<file path="config.mk">
export PLATFORM = sky130hd
export DESIGN_NAME = ddr_buf_top
export DESIGN_NICKNAME = d
export VERILOG_FILES = /design/src/common/ddr_buf_pkg.sv /design/src/prefetch/prefetch_buf.sv /design/src/ddr_arbiter.sv /design/src/ddr_buf_top.sv /design/src/mem_sp.sv /design/src/write_path/write_pingpong.sv
export VERILOG_INCLUDE_DIRS = /design/src /design/src/common
export SDC_FILE = /design/constraint.sdc
export NUM_CORES = 1
export LEC_CHECK = 0
export BUFFER_PORTS_ARGS = -buffer_cell sky130_fd_sc_hd__buf_2
export CORE_ASPECT_RATIO = 1.25
export CORE_MARGIN = 5
export CORE_UTILIZATION = 35
export DETAILED_ROUTE_END_ITERATION = 10
export PLACE_DENSITY = 0.58
export SETUP_SLACK_MARGIN = 0.2
export SLEW_MARGIN = 20
export SYNTH_ARGS = -nofsm -noshare
export SYNTH_HDL_FRONTEND = slang
export SYNTH_SLANG_ARGS = --single-unit
</file>
<file path="constraint.sdc">
create_clock -name clk -period 19.54 [get_ports clk]
set_clock_uncertainty 0.2 [all_clocks]
set_input_delay 3.908 -clock clk [delete_from_list [all_inputs] [get_ports clk]]
set_output_delay 3.908 -clock clk [all_outputs]
set_load 0.005 [all_outputs]
</file>
<file path="src/common/ddr_buf_config.svh">
`ifndef DDR_BUF_CONFIG_SVH
`define DDR_BUF_CONFIG_SVH

// ==================================================
// host and ddr widths
// ==================================================

// host word
`define DWIDTH 16

// ddr beat
`define BWIDTH 64

// host words per beat
`define RATE 4
`define RATELOG 2

// ==================================================
// buffer geometry
// ==================================================

// beats per burst buffer
`define BURST_LEN 4
`define BUFSIZE 2

// beat addresses and lengths
`define IMGSIZE 16
`define LWIDTH 16

`endif

</file>
<file path="src/common/ddr_buf_pkg.sv">
`default_nettype none

`include "ddr_buf_config.svh"

package ddr_buf_pkg;

  // one ddr beat, raw or split into host words (lane 0 low)
  typedef union packed {
    logic [`BWIDTH-1:0]              raw;
    logic [`RATE-1:0][`DWIDTH-1:0]   word;
  } beat_t;

  typedef enum logic {
    DDR_READ  = 1'b0,
    DDR_WRITE = 1'b1
  } ddr_mode_t;

  // request toward ddr, req is a single-cycle pulse
  typedef struct packed {
    logic                 req;
    ddr_mode_t            mode;
    logic [`IMGSIZE-1:0]  base;
    logic [`LWIDTH-1:0]   len;
  } ddr_cmd_t;

  // beats fed back by ddr
  typedef struct packed {
    logic                 we;
    logic [`IMGSIZE-1:0]  waddr;
    beat_t                wdata;
    logic                 re;
    logic [`IMGSIZE-1:0]  raddr;
  } ddr_fb_t;

endpackage

`default_nettype wire

</file>
<file path="src/prefetch/prefetch_buf.sv">
`timescale 1ns/1ns
`default_nettype none

`include "ddr_buf_config.svh"

module prefetch_buf
  ( input  wire                       clk
  , input  wire                       xrst
  , input  wire                       prefetch
  , input  wire [`IMGSIZE-1:0]        base_addr
  , input  wire [`LWIDTH-1:0]         total_len
  , input  wire [`IMGSIZE-1:0]        mem_addr
  , output logic [`DWIDTH-1:0]        mem_rdata
  , output ddr_buf_pkg::ddr_cmd_t     pref_cmd
  , input  wire                       pref_grant
  , input  wire ddr_buf_pkg::ddr_fb_t ddr_fb
  );

  logic [`IMGSIZE-1:0]  base_q;
  logic [`LWIDTH-1:0]   len_q;
  logic [`LWIDTH-1:0]   beat_cnt_q;
  logic [`LWIDTH-1:0]   beats;
  logic                 active_q;
  logic                 fill_we;
  logic [`BUFSIZE-1:0]  buf_addr;
  logic [`RATELOG-1:0]  lane_q;
  ddr_buf_pkg::beat_t   rd_beat;

  // ==================================================
  // request
  // ==================================================

  // words rounded up to beats
  assign beats = `LWIDTH'(total_len[`LWIDTH-1:`RATELOG])
               + `LWIDTH'(|total_len[`RATELOG-1:0]);

  always_comb begin
    pref_cmd.req  = prefetch;
    pref_cmd.mode = ddr_buf_pkg::DDR_READ;
    pref_cmd.base = base_addr;
    pref_cmd.len  = beats > `LWIDTH'(`BURST_LEN) ? `LWIDTH'(`BURST_LEN) : beats;
  end

  always_ff @(posedge clk) begin
    if (!xrst) begin
      base_q     <= '0;
      len_q      <= '0;
      beat_cnt_q <= '0;
      active_q   <= 1'b0;
    end else begin
      if (prefetch) begin
        base_q <= base_addr;
        len_q  <= pref_cmd.len;
      end
      if (pref_grant) begin
        active_q   <= 1'b1;
        beat_cnt_q <= '0;
      end else if (fill_we) begin
        beat_cnt_q <= beat_cnt_q + 1'b1;
        if (beat_cnt_q + 1'b1 == len_q) begin
          active_q <= 1'b0;
        end
      end
    end
  end

  // ==================================================
  // burst storage and host reads
  // ==================================================

  assign fill_we  = active_q && ddr_fb.we;
  assign buf_addr = fill_we ? `BUFSIZE'(ddr_fb.waddr - base_q)
                            : mem_addr[`RATELOG +: `BUFSIZE];

  mem_sp #(.width(`BWIDTH), .depth(`BUFSIZE)) u_mem (
    .clk       (clk),
    .mem_we    (fill_we),
    .mem_addr  (buf_addr),
    .mem_wdata (ddr_fb.wdata.raw),
    .mem_rdata (rd_beat)
  );

  // lane follows the registered read
  always_ff @(posedge clk) begin
    lane_q <= mem_addr[`RATELOG-1:0];
  end

  assign mem_rdata = rd_beat.word[lane_q];

endmodule

`default_nettype wire

</file>
<file path="src/ddr_arbiter.sv">
`timescale 1ns/1ns
`default_nettype none

`include "ddr_buf_config.svh"

module ddr_arbiter
  ( input  wire                         clk
  , input  wire                         xrst
  , input  wire ddr_buf_pkg::ddr_cmd_t  pref_cmd
  , input  wire ddr_buf_pkg::ddr_cmd_t  wr_cmd
  , output logic                        pref_grant
  , output logic                        wr_grant
  , input  wire ddr_buf_pkg::ddr_fb_t   ddr_fb
  , input  wire ddr_buf_pkg::beat_t     drain_beat
  , output ddr_buf_pkg::ddr_cmd_t       ddr_cmd
  , output ddr_buf_pkg::beat_t          ddr_rdata
  );

  ddr_buf_pkg::ddr_cmd_t  pend_pref_q;
  ddr_buf_pkg::ddr_cmd_t  pend_wr_q;
  ddr_buf_pkg::ddr_cmd_t  pref_sel;
  ddr_buf_pkg::ddr_cmd_t  wr_sel;
  logic                   pref_avail;
  logic                   wr_avail;
  logic                   issue_pref;
  logic                   issue_wr;
  logic                   busy_q;
  logic [`LWIDTH-1:0]     beat_cnt_q;
  logic                   beat;
  logic                   fwd_q;

  // ==================================================
  // request selection
  // ==================================================

  // a fresh pulse goes straight through, otherwise the held one
  assign pref_avail = pref_cmd.req || pend_pref_q.req;
  assign wr_avail   = wr_cmd.req || pend_wr_q.req;
  assign pref_sel   = pref_cmd.req ? pref_cmd : pend_pref_q;
  assign wr_sel     = wr_cmd.req ? wr_cmd : pend_wr_q;

  // prefetch first
  assign issue_pref = !busy_q && pref_avail;
  assign issue_wr   = !busy_q && !pref_avail && wr_avail;

  always_ff @(posedge clk) begin
    if (!xrst) begin
      pend_pref_q <= '0;
      pend_wr_q   <= '0;
    end else begin
      if (issue_pref) begin
        pend_pref_q.req <= 1'b0;
      end else if (pref_cmd.req) begin
        pend_pref_q <= pref_cmd;
      end
      if (issue_wr) begin
        pend_wr_q.req <= 1'b0;
      end else if (wr_cmd.req) begin
        pend_wr_q <= wr_cmd;
      end
    end
  end

  // ==================================================
  // port and beat tracking
  // ==================================================

  assign beat = busy_q && (ddr_cmd.mode == ddr_buf_pkg::DDR_READ ? ddr_fb.we : ddr_fb.re);

  always_ff @(posedge clk) begin
    if (!xrst) begin
      ddr_cmd    <= '0;
      busy_q     <= 1'b0;
      beat_cnt_q <= '0;
      pref_grant <= 1'b0;
      wr_grant   <= 1'b0;
      fwd_q      <= 1'b0;
    end else begin
      pref_grant  <= issue_pref;
      wr_grant    <= issue_wr;
      ddr_cmd.req <= 1'b0;
      if (issue_pref || issue_wr) begin
        ddr_cmd     <= issue_pref ? pref_sel : wr_sel;
        ddr_cmd.req <= 1'b1;
        busy_q      <= 1'b1;
        beat_cnt_q  <= '0;
      end else if (beat) begin
        beat_cnt_q <= beat_cnt_q + 1'b1;
        if (beat_cnt_q + 1'b1 == ddr_cmd.len) begin
          busy_q <= 1'b0;
        end
      end
      // ddr samples one cycle after re
      fwd_q <= busy_q && ddr_cmd.mode == ddr_buf_pkg::DDR_WRITE && ddr_fb.re;
    end
  end

  assign ddr_rdata = fwd_q ? drain_beat : '0;

endmodule

`default_nettype wire

</file>
<file path="src/ddr_buf_top.sv">
`timescale 1ns/1ns
`default_nettype none

`include "ddr_buf_config.svh"

module ddr_buf_top
  ( input  wire                       clk
  , input  wire                       xrst
  // host control
  , input  wire                       prefetch
  , input  wire [`IMGSIZE-1:0]        base_addr
  , input  wire [`LWIDTH-1:0]         total_len
  // host data
  , input  wire                       mem_we
  , input  wire [`IMGSIZE-1:0]        mem_addr
  , input  wire [`DWIDTH-1:0]         mem_wdata
  , output logic [`DWIDTH-1:0]        mem_rdata
  // ddr side
  , output ddr_buf_pkg::ddr_cmd_t     ddr_cmd
  , input  wire ddr_buf_pkg::ddr_fb_t ddr_fb
  , output ddr_buf_pkg::beat_t        ddr_rdata
  );

  ddr_buf_pkg::ddr_cmd_t  pref_cmd;
  ddr_buf_pkg::ddr_cmd_t  wr_cmd;
  ddr_buf_pkg::beat_t     drain_beat;
  logic                   pref_grant;
  logic                   wr_grant;

  prefetch_buf u_prefetch (
    .clk        (clk),
    .xrst       (xrst),
    .prefetch   (prefetch),
    .base_addr  (base_addr),
    .total_len  (total_len),
    .mem_addr   (mem_addr),
    .mem_rdata  (mem_rdata),
    .pref_cmd   (pref_cmd),
    .pref_grant (pref_grant),
    .ddr_fb     (ddr_fb)
  );

  write_pingpong u_write (
    .clk        (clk),
    .xrst       (xrst),
    .base_addr  (base_addr),
    .total_len  (total_len),
    .mem_we     (mem_we),
    .mem_wdata  (mem_wdata),
    .wr_cmd     (wr_cmd),
    .wr_grant   (wr_grant),
    .ddr_fb     (ddr_fb),
    .drain_beat (drain_beat)
  );

  ddr_arbiter u_arbiter (
    .clk        (clk),
    .xrst       (xrst),
    .pref_cmd   (pref_cmd),
    .wr_cmd     (wr_cmd),
    .pref_grant (pref_grant),
    .wr_grant   (wr_grant),
    .ddr_fb     (ddr_fb),
    .drain_beat (drain_beat),
    .ddr_cmd    (ddr_cmd),
    .ddr_rdata  (ddr_rdata)
  );

endmodule

`default_nettype wire

</file>
<file path="src/mem_sp.sv">
`timescale 1ns/1ns
`default_nettype none

`include "ddr_buf_config.svh"

module mem_sp #(
  parameter int width = `BWIDTH,
  parameter int depth = `BUFSIZE
) ( input  wire              clk
  , input  wire              mem_we
  , input  wire [depth-1:0]  mem_addr
  , input  wire [width-1:0]  mem_wdata
  , output logic [width-1:0] mem_rdata
  );

  logic [width-1:0] mem [0:(1<<depth)-1];

  // registered read returns the old word during a write
  always_ff @(posedge clk) begin
    if (mem_we) begin
      mem[mem_addr] <= mem_wdata;
    end
    mem_rdata <= mem[mem_addr];
  end

endmodule

`default_nettype wire

</file>
<file path="src/write_path/write_pingpong.sv">
`timescale 1ns/1ns
`default_nettype none

`include "ddr_buf_config.svh"

module write_pingpong
  ( input  wire                       clk
  , input  wire                       xrst
  , input  wire [`IMGSIZE-1:0]        base_addr
  , input  wire [`LWIDTH-1:0]         total_len
  , input  wire                       mem_we
  , input  wire [`DWIDTH-1:0]         mem_wdata
  , output ddr_buf_pkg::ddr_cmd_t     wr_cmd
  , input  wire                       wr_grant
  , input  wire ddr_buf_pkg::ddr_fb_t ddr_fb
  , output ddr_buf_pkg::beat_t        drain_beat
  );

  logic [`LWIDTH-1:0]   word_cnt_q;
  logic [`RATELOG-1:0]  lane_q;
  ddr_buf_pkg::beat_t   acc_q;
  ddr_buf_pkg::beat_t   acc_next;
  logic                 last_word;
  logic                 beat_done;
  logic                 buf_done;
  // fill side
  logic                 fill_buf_q;
  logic [`BUFSIZE-1:0]  fill_beat_q;
  logic [`IMGSIZE-1:0]  buf_first_q;
  logic                 beat_we_q;
  logic                 beat_buf_q;
  logic [`BUFSIZE-1:0]  beat_addr_q;
  // drain side
  logic                 req_buf_q;
  logic                 drain_buf_q;
  logic [`IMGSIZE-1:0]  drain_base_q;
  logic [`BUFSIZE-1:0]  drain_addr;
  logic [`BWIDTH-1:0]   buf_rdata [2];

  // ==================================================
  // word packing
  // ==================================================

  assign last_word = mem_we && word_cnt_q + 1'b1 == total_len;
  assign beat_done = mem_we && (lane_q == `RATELOG'(`RATE-1) || last_word);
  assign buf_done  = beat_done && (fill_beat_q == `BUFSIZE'(`BURST_LEN-1) || last_word);

  // new beat starts from zero so short beats keep upper lanes clear
  always_comb begin
    acc_next = (lane_q == '0) ? '0 : acc_q;
    acc_next.word[lane_q] = mem_wdata;
  end

  always_ff @(posedge clk) begin
    if (mem_we) begin
      acc_q <= acc_next;
    end
  end

  always_ff @(posedge clk) begin
    if (!xrst) begin
      word_cnt_q   <= '0;
      lane_q       <= '0;
      fill_buf_q   <= 1'b0;
      fill_beat_q  <= '0;
      buf_first_q  <= '0;
      beat_we_q    <= 1'b0;
      beat_buf_q   <= 1'b0;
      beat_addr_q  <= '0;
      req_buf_q    <= 1'b0;
      drain_buf_q  <= 1'b0;
      drain_base_q <= '0;
      wr_cmd       <= '0;
    end else begin
      beat_we_q  <= beat_done;
      wr_cmd.req <= buf_done;
      if (mem_we) begin
        word_cnt_q <= last_word ? '0 : word_cnt_q + 1'b1;
        lane_q     <= beat_done ? '0 : lane_q + 1'b1;
      end
      if (beat_done) begin
        beat_buf_q  <= fill_buf_q;
        beat_addr_q <= fill_beat_q;
        fill_beat_q <= buf_done ? '0 : fill_beat_q + 1'b1;
      end
      // full buffer or end of stream
      if (buf_done) begin
        fill_buf_q  <= last_word ? 1'b0 : ~fill_buf_q;
        buf_first_q <= last_word ? '0 : buf_first_q + `IMGSIZE'(`BURST_LEN);
        req_buf_q   <= fill_buf_q;
        wr_cmd.mode <= ddr_buf_pkg::DDR_WRITE;
        wr_cmd.base <= base_addr + buf_first_q;
        wr_cmd.len  <= `LWIDTH'(fill_beat_q) + 1'b1;
      end
      if (wr_grant) begin
        drain_buf_q  <= req_buf_q;
        drain_base_q <= wr_cmd.base;
      end
    end
  end

  // ==================================================
  // ping-pong buffers
  // ==================================================

  assign drain_addr = `BUFSIZE'(ddr_fb.raddr - drain_base_q);

  for (genvar i = 0; i < 2; i++) begin : g_buf
    logic fill_sel;

    assign fill_sel = beat_we_q && beat_buf_q == 1'(i);

    mem_sp #(.width(`BWIDTH), .depth(`BUFSIZE)) u_mem (
      .clk       (clk),
      .mem_we    (fill_sel),
      .mem_addr  (fill_sel ? beat_addr_q : drain_addr),
      .mem_wdata (acc_q.raw),
      .mem_rdata (buf_rdata[i])
    );
  end

  assign drain_beat = buf_rdata[drain_buf_q];

endmodule

`default_nettype wire
</file>
Word-level counts from Yosys, hierarchy flattened. Memories as Yosys holds them, arrays and structs flattened. A register that Yosys moved wholly into a read port is not among the register bits. Cells that the tools add are included.

$add $sub $neg: 11. $lt $le $gt $ge: 5. Equal/unequal tests: 5. Muxes and demuxes: 36. Bitwise operators: 4. Reduce and logical (&&, ||, !) cells: 32.

Operators with widths (number): 64-bit 2-to-1 mux (5); 34-bit 2-to-1 mux (3); 16-bit 2-to-1 mux (5); 64-bit bitwise mux (1); 16-bit by 1-bit adder with 16-bit output, second input constant (3); 16-bit equality test (3); 33-bit 2-to-1 mux (1); 16-bit binary-select mux with 2-bit select (1); 16-bit demux with 2-bit select (1); 16-bit adder (1); 16-bit by 3-bit adder with 16-bit output, second input constant (1); 16-bit by 3-bit > comparator with 1-bit output, second input constant (1); 14-bit by 1-bit adder with 15-bit output (1); 1-bit 2-to-1 mux (14); 1-bit logical AND (13); 2-bit 2-to-1 mux (5); 2-bit OR reduction (5); 2-bit nonzero test (4); 2-bit by 3-bit less-than comparator with 1-bit output, second input constant (2); 1-bit logical OR (5); 2-bit by 1-bit adder with 2-bit output, second input constant (2); 2-bit equality test, second input constant (2); 2-bit AND reduction (2); 2-bit subtractor (2); other kinds (7) (10).

Flip-flop bits (word level): 302. Bits in writable memories: 768. Input bits: 166. Output and inout port bits: 114. Memories kept: 3.

Memories: u_prefetch.u_mem.mem (depth 4, width 64, rd ports 1, clocked after Yosys merged registers in 1, wr ports 1, line mem_sp.sv:16) `logic [width-1:0] mem [0:(1<<depth)-1];`; u_write.g_buf[0].u_mem.mem (depth 4, width 64, rd ports 1, clocked after Yosys merged registers in 1, wr ports 1, line mem_sp.sv:16); u_write.g_buf[1].u_mem.mem (depth 4, width 64, rd ports 1, clocked after Yosys merged registers in 1, wr ports 1, line mem_sp.sv:16).

Depth between registers and ports, before layout.
Depth in word-level cells: 7. Depth in mapped cells: 11.

Cells and area by module. From an unflattened synthesis, not the netlist that was laid out.

Cell total of the unflattened synthesis: 3012. Area, all modules: 48180.0 µm².

Modules (own cells, without submodules): mem_sp (times used 3, cells each 404, area each 10567.6 µm²); write_pingpong (times used 1, cells each 718, area each 7423.4 µm²); ddr_arbiter (times used 1, cells each 789, area each 6447.4 µm²); prefetch_buf (times used 1, cells each 293, area each 2606.2 µm²).

Worst setup path before layout. Ideal clock, no wire load.

Kind: input to register. Start: input ddr_fb[81] (netlist bit). End: memory u_prefetch.u_mem.mem[3][0] (netlist bit), enable pin. Library setup time: 565 ps. Arrival: 8798 ps. Data required time: 18775 ps. Path slack: 9977 ps. Stages on the path: 5. Path buffers: 0. Cell sequence: inv_1 -> ha_1 -> xor2_1 -> xnor2_1 -> nor3_1.

Cells in the longest elaborated chain, start to end: 2.

RTL lines: from (decl) (line ddr_buf_top.sv:20) `, input wire ddr_buf_pkg::ddr_fb_t ddr_fb`; 2-bit subtractor (line prefetch_buf.sv:72) `` assign buf_addr = fill_we ? `BUFSIZE'(ddr_fb.waddr - base_q) ``; 2-bit 2-to-1 mux (line prefetch_buf.sv:72); to (decl) (line mem_sp.sv:16).

No other way between the ends.

==> results.txt <==
For this block, the initial DRC count from the detailed router was 1751. The flow ran to the end, and the final reports show no timing, DRC or antenna violations. The leftover overflow at the end of global routing is 0. CTS placed an instance of sky130_fd_sc_hd__clkbuf_16 at the clock tree root.

The detailed-route wire length came out at 112.3 mm. The worst hold margin came out at 0.2520 ns. By instance count, the leading cell after synthesis is sky130_fd_sc_hd__edfxtp_1. The commonest cells after synthesis are sky130_fd_sc_hd__edfxtp_1 (832), sky130_fd_sc_hd__nand2_1 (427), sky130_fd_sc_hd__dfxtp_1 (414), sky130_fd_sc_hd__and2_1 (179), sky130_fd_sc_hd__clkbuf_1 (174). The number of hold violations in the final report is 0. The max-capacitance violation count came out at 0. The number of enable flip-flop cells after synthesis is 832. The share of synthesized area occupied by flip-flops and latches came out at 70.37%. The clock slew at the register clock pins of the worst setup and hold paths is 0.06 ns. The worst setup path is launched from a register. The biggest area contributor in the post-synthesis netlist is sky130_fd_sc_hd__edfxtp_1.

In the final layout, the share of cells above drive strength 1 is 16.21%. The number of H-tree levels is 4. The y dimension of the die is 420.9 um.

After floorplanning, the core was sized to cover 0.1340 sq mm. In this run the count of I/O pins placed on the die edge is 280. The transition time of the tightest slew-check pin is 1.057 ns. Counting flops with an async set or reset pin after synthesis yields a share of 0%.

The site row count is 150. The HPWL after detailed placement is about 65 mm. The post-route fraction of the period consumed by the critical path is 37.52%. The kind of capture point of the worst setup path is a primary output.

The via count of the first global-routing pass was 27073. The critical path arrival came out at ~3.2 ns. The later pin in the worst-skew pair is clocked with a latency of between 0.7 and 0.8 ns. The maximum net fanout on the critical path is 35. The TritonCTS clock tree is done. The placer's final routability congestion estimate is 0.7555. The count of synthesis-stage warnings from yosys came out at 0. Before antenna repair, the detailed router went through 5 iterations. The number of antenna violations at the first check in global routing is 25. The share of Yosys cell area claimed by the top area cell type is between 50% and 60%. The number of different library cells in the post-synthesis netlist is 73. IR analysis of the VDD net gives a maximum drop of 0.07053 mV.

The post-layout total power is 0.005547 W. The number of inserted filler cells in the final layout is 12420. The flip-flop and latch count after synthesis came out at about 1200. The worst-path cell with the longest stage delay is sky130_fd_sc_hd__dfxtp_4. The critical path data required time is around 15 ns. Hold repair after CTS inserted 0 buffers.

Timing would allow up to 136.4 MHz. In the routed design, unresolved DRC markers number 0. The average wire length per cell after detail routing came out at 20.54 um. For this run, the leading register cell type out of synthesis is sky130_fd_sc_hd__edfxtp_1.

The total number of clock tree sinks is ~1200. The leakage power is 18.58 nW. The cell total after placement came out at 5226. The number of buffers inserted during clock tree synthesis came out at 131. The via density per instance came out at about 5.0. The path class of the tightest hold or removal check is register to register. The full die area came out at 0.1426 sq mm. The per-instance average area after synthesis came out at roughly 14 sq um.

The number of buffers on the longest clock path is 3. The final total negative setup slack is 0 ns. The net count of the finished layout is 3803. The area used by multi-input combinational logic came out at 0.01328 sq mm. The count of cells in the finished layout, fillers not included, comes to 5468.

Traced cell by cell, the critical path runs through buf_4 -> mux2i_1 -> nor2b_1 -> buf_2. The post-CTS resize count came out at 0. The area growth from synthesis to layout is 15.30%. The largest single stage delay on the critical path is 0.84 ns. The area of the mapped netlist is 0.04728 sq mm. The worst slew margin relative to its limit came out at 29.54%. The net count after synthesis came out at 3592. The count of buffers from port buffering is 239. In this run the power density over the cells is 101.8 mW/mm^2. The count of nets left with antenna violations after detail routing is 0. The final period demand of the worst path is 7.331 ns. The total via count in the routed design came out at 27435. For this configuration, the core starts out at a cell density of 35.28%. The post-layout utilization of the core is 40.68%.

The number of failing setup endpoints in the final timing report came out at 0. The global router's overall resource usage came out at 15.50%. The number of setup buffers added after CTS is 0. By area the synthesized netlist is led by sky130_fd_sc_hd__edfxtp_1 (53%), sky130_fd_sc_hd__dfxtp_1 (18%), sky130_fd_sc_hd__mux4_2 (3.8%).

Synthesis produced 3400 cells. The combined flip-flop and latch cell area came out at ~0.033 sq mm. The number of pins exceeding their max-slew limit in the final report came to 0. The die is 338.7 um wide.

By startpoint and endpoint, the worst setup path is classified as register to primary output. The maximum number of pins on one net before global-route repair is 89. Setup repair after global routing left no endpoint under its margin.

The first-pass GRT wire length is 169.8 mm.
[sequential cells by signal, summed over array words and instances, names as in the netlist, 21 cells and up]
signal                         cells
u_write.g_buf.u_mem.mem          512
u_prefetch.u_mem.mem             256
u_write.g_buf.u_mem.mem_rdata    128
u_prefetch.u_mem.mem_rdata        64
u_write.acc_q                     64
u_arbiter.ddr_cmd                 34
u_arbiter.pend_pref_q             34
u_arbiter.pend_wr_q               34
u_write.wr_cmd                    21
[final timing paths]
kind                             end  cells past startpoint               startpoint  slack, ns
max reg2reg        u_write.wr_cmd[2]                      9    u_write.word_cnt_q[0]      15.75
max                     ddr_rdata[7]                      4      u_write.drain_buf_q      12.21
min reg2reg  u_arbiter.pend_wr_q[21]                      2  u_arbiter.pend_wr_q[21]       0.25
min          u_arbiter.pend_wr_q[21]                      2  u_arbiter.pend_wr_q[21]       0.25
[routing by layer]
| metal | vias up | GRT usage (%) | wire (um) |
|---|---|---|---|
| met4 | 8 | 4.673 | 2578 |
| li1 | 13035 | - | - |
| met2 | 580 | 27.57 | 57450 |
| met3 | 169 | 3.800 | 6557 |
| met5 | - | 0 | 53 |
| met1 | 13643 | 18.60 | 45650 |
[layout make-up]
| class | count | share of cell area, % |
|---|---|---|
| timing repair buffer | 288 | 2.869 |
| inverter | 16 | 0.1102 |
| clock buffer | 184 | 6.716 |
| sequential | 1246 | 61.04 |
| antenna | 7 | 0.03213 |
| multi-input combinational | 1928 | 24.36 |
| tap | 1748 | 4.012 |
| clock inverter | 51 | 0.8538 |
[kinds of logic (layout without fill, tap and decap cells)]
family          count (synthesis)  after routing  share of synthesized area (%)
compound gates                525            525                          7.328
xor+xnor                      119            119                          2.204
fa+ha+maj                      26             26                         0.6881
buf+inv                       226            539                          1.903
flops                        1246           1246                          70.37
mux                           198            198                          6.317
other cells                     0              7                              0
simple gates                 1060           1060                          11.19
[report_power, final]
part	switching [W]	leakage, nW	internal [W]
clock	0.00101	2.01	0.00137
combinational	0.000151	5.58	0.0000926
sequential	0.0000407	11.0	0.00288
total	0.00120	18.6	0.00434
[per-stage QoR]
step	setup WS, ns	instance area, sq um
global route	12.04	54500
global placement	12.19	50360
detailed placement	12.15	50370
CTS	11.96	54500
floorplan	9.977	47280
finish	12.21	54510
[placed cells by master, fill, tap and decap left out, types with 21 or more instances in the layout]
cell,count
sky130_fd_sc_hd__a31oi_1,142
sky130_fd_sc_hd__xor2_1,50
sky130_fd_sc_hd__nor3_1,23
sky130_fd_sc_hd__a21oi_1,106
sky130_fd_sc_hd__dfxtp_1,412
sky130_fd_sc_hd__buf_4,49
sky130_fd_sc_hd__nand4_1,21
sky130_fd_sc_hd__ha_1,26
sky130_fd_sc_hd__nor2_1,119
sky130_fd_sc_hd__mux4_2,80
sky130_fd_sc_hd__nand3_1,52
sky130_fd_sc_hd__xnor2_1,69
sky130_fd_sc_hd__nor2b_1,71
sky130_fd_sc_hd__edfxtp_1,832
sky130_fd_sc_hd__nand2_1,427
sky130_fd_sc_hd__a211oi_1,165
sky130_fd_sc_hd__clkbuf_1,38
sky130_fd_sc_hd__buf_2,239
sky130_fd_sc_hd__and2_0,21
sky130_fd_sc_hd__and3_1,48
sky130_fd_sc_hd__o21ai_0,35
sky130_fd_sc_hd__clkbuf_16,134
sky130_fd_sc_hd__mux2i_1,113
sky130_fd_sc_hd__and2_1,178
[critical path, delay by kind of cell, from the launching register on]
kind	cells	cell delay, ns
muxes	1	0.50
and+or+nand+nor	1	0.15
DFF	1	0.84
buffers and inverters	2	0.96
No activity file was read; power rests on OpenSTA's default activity.
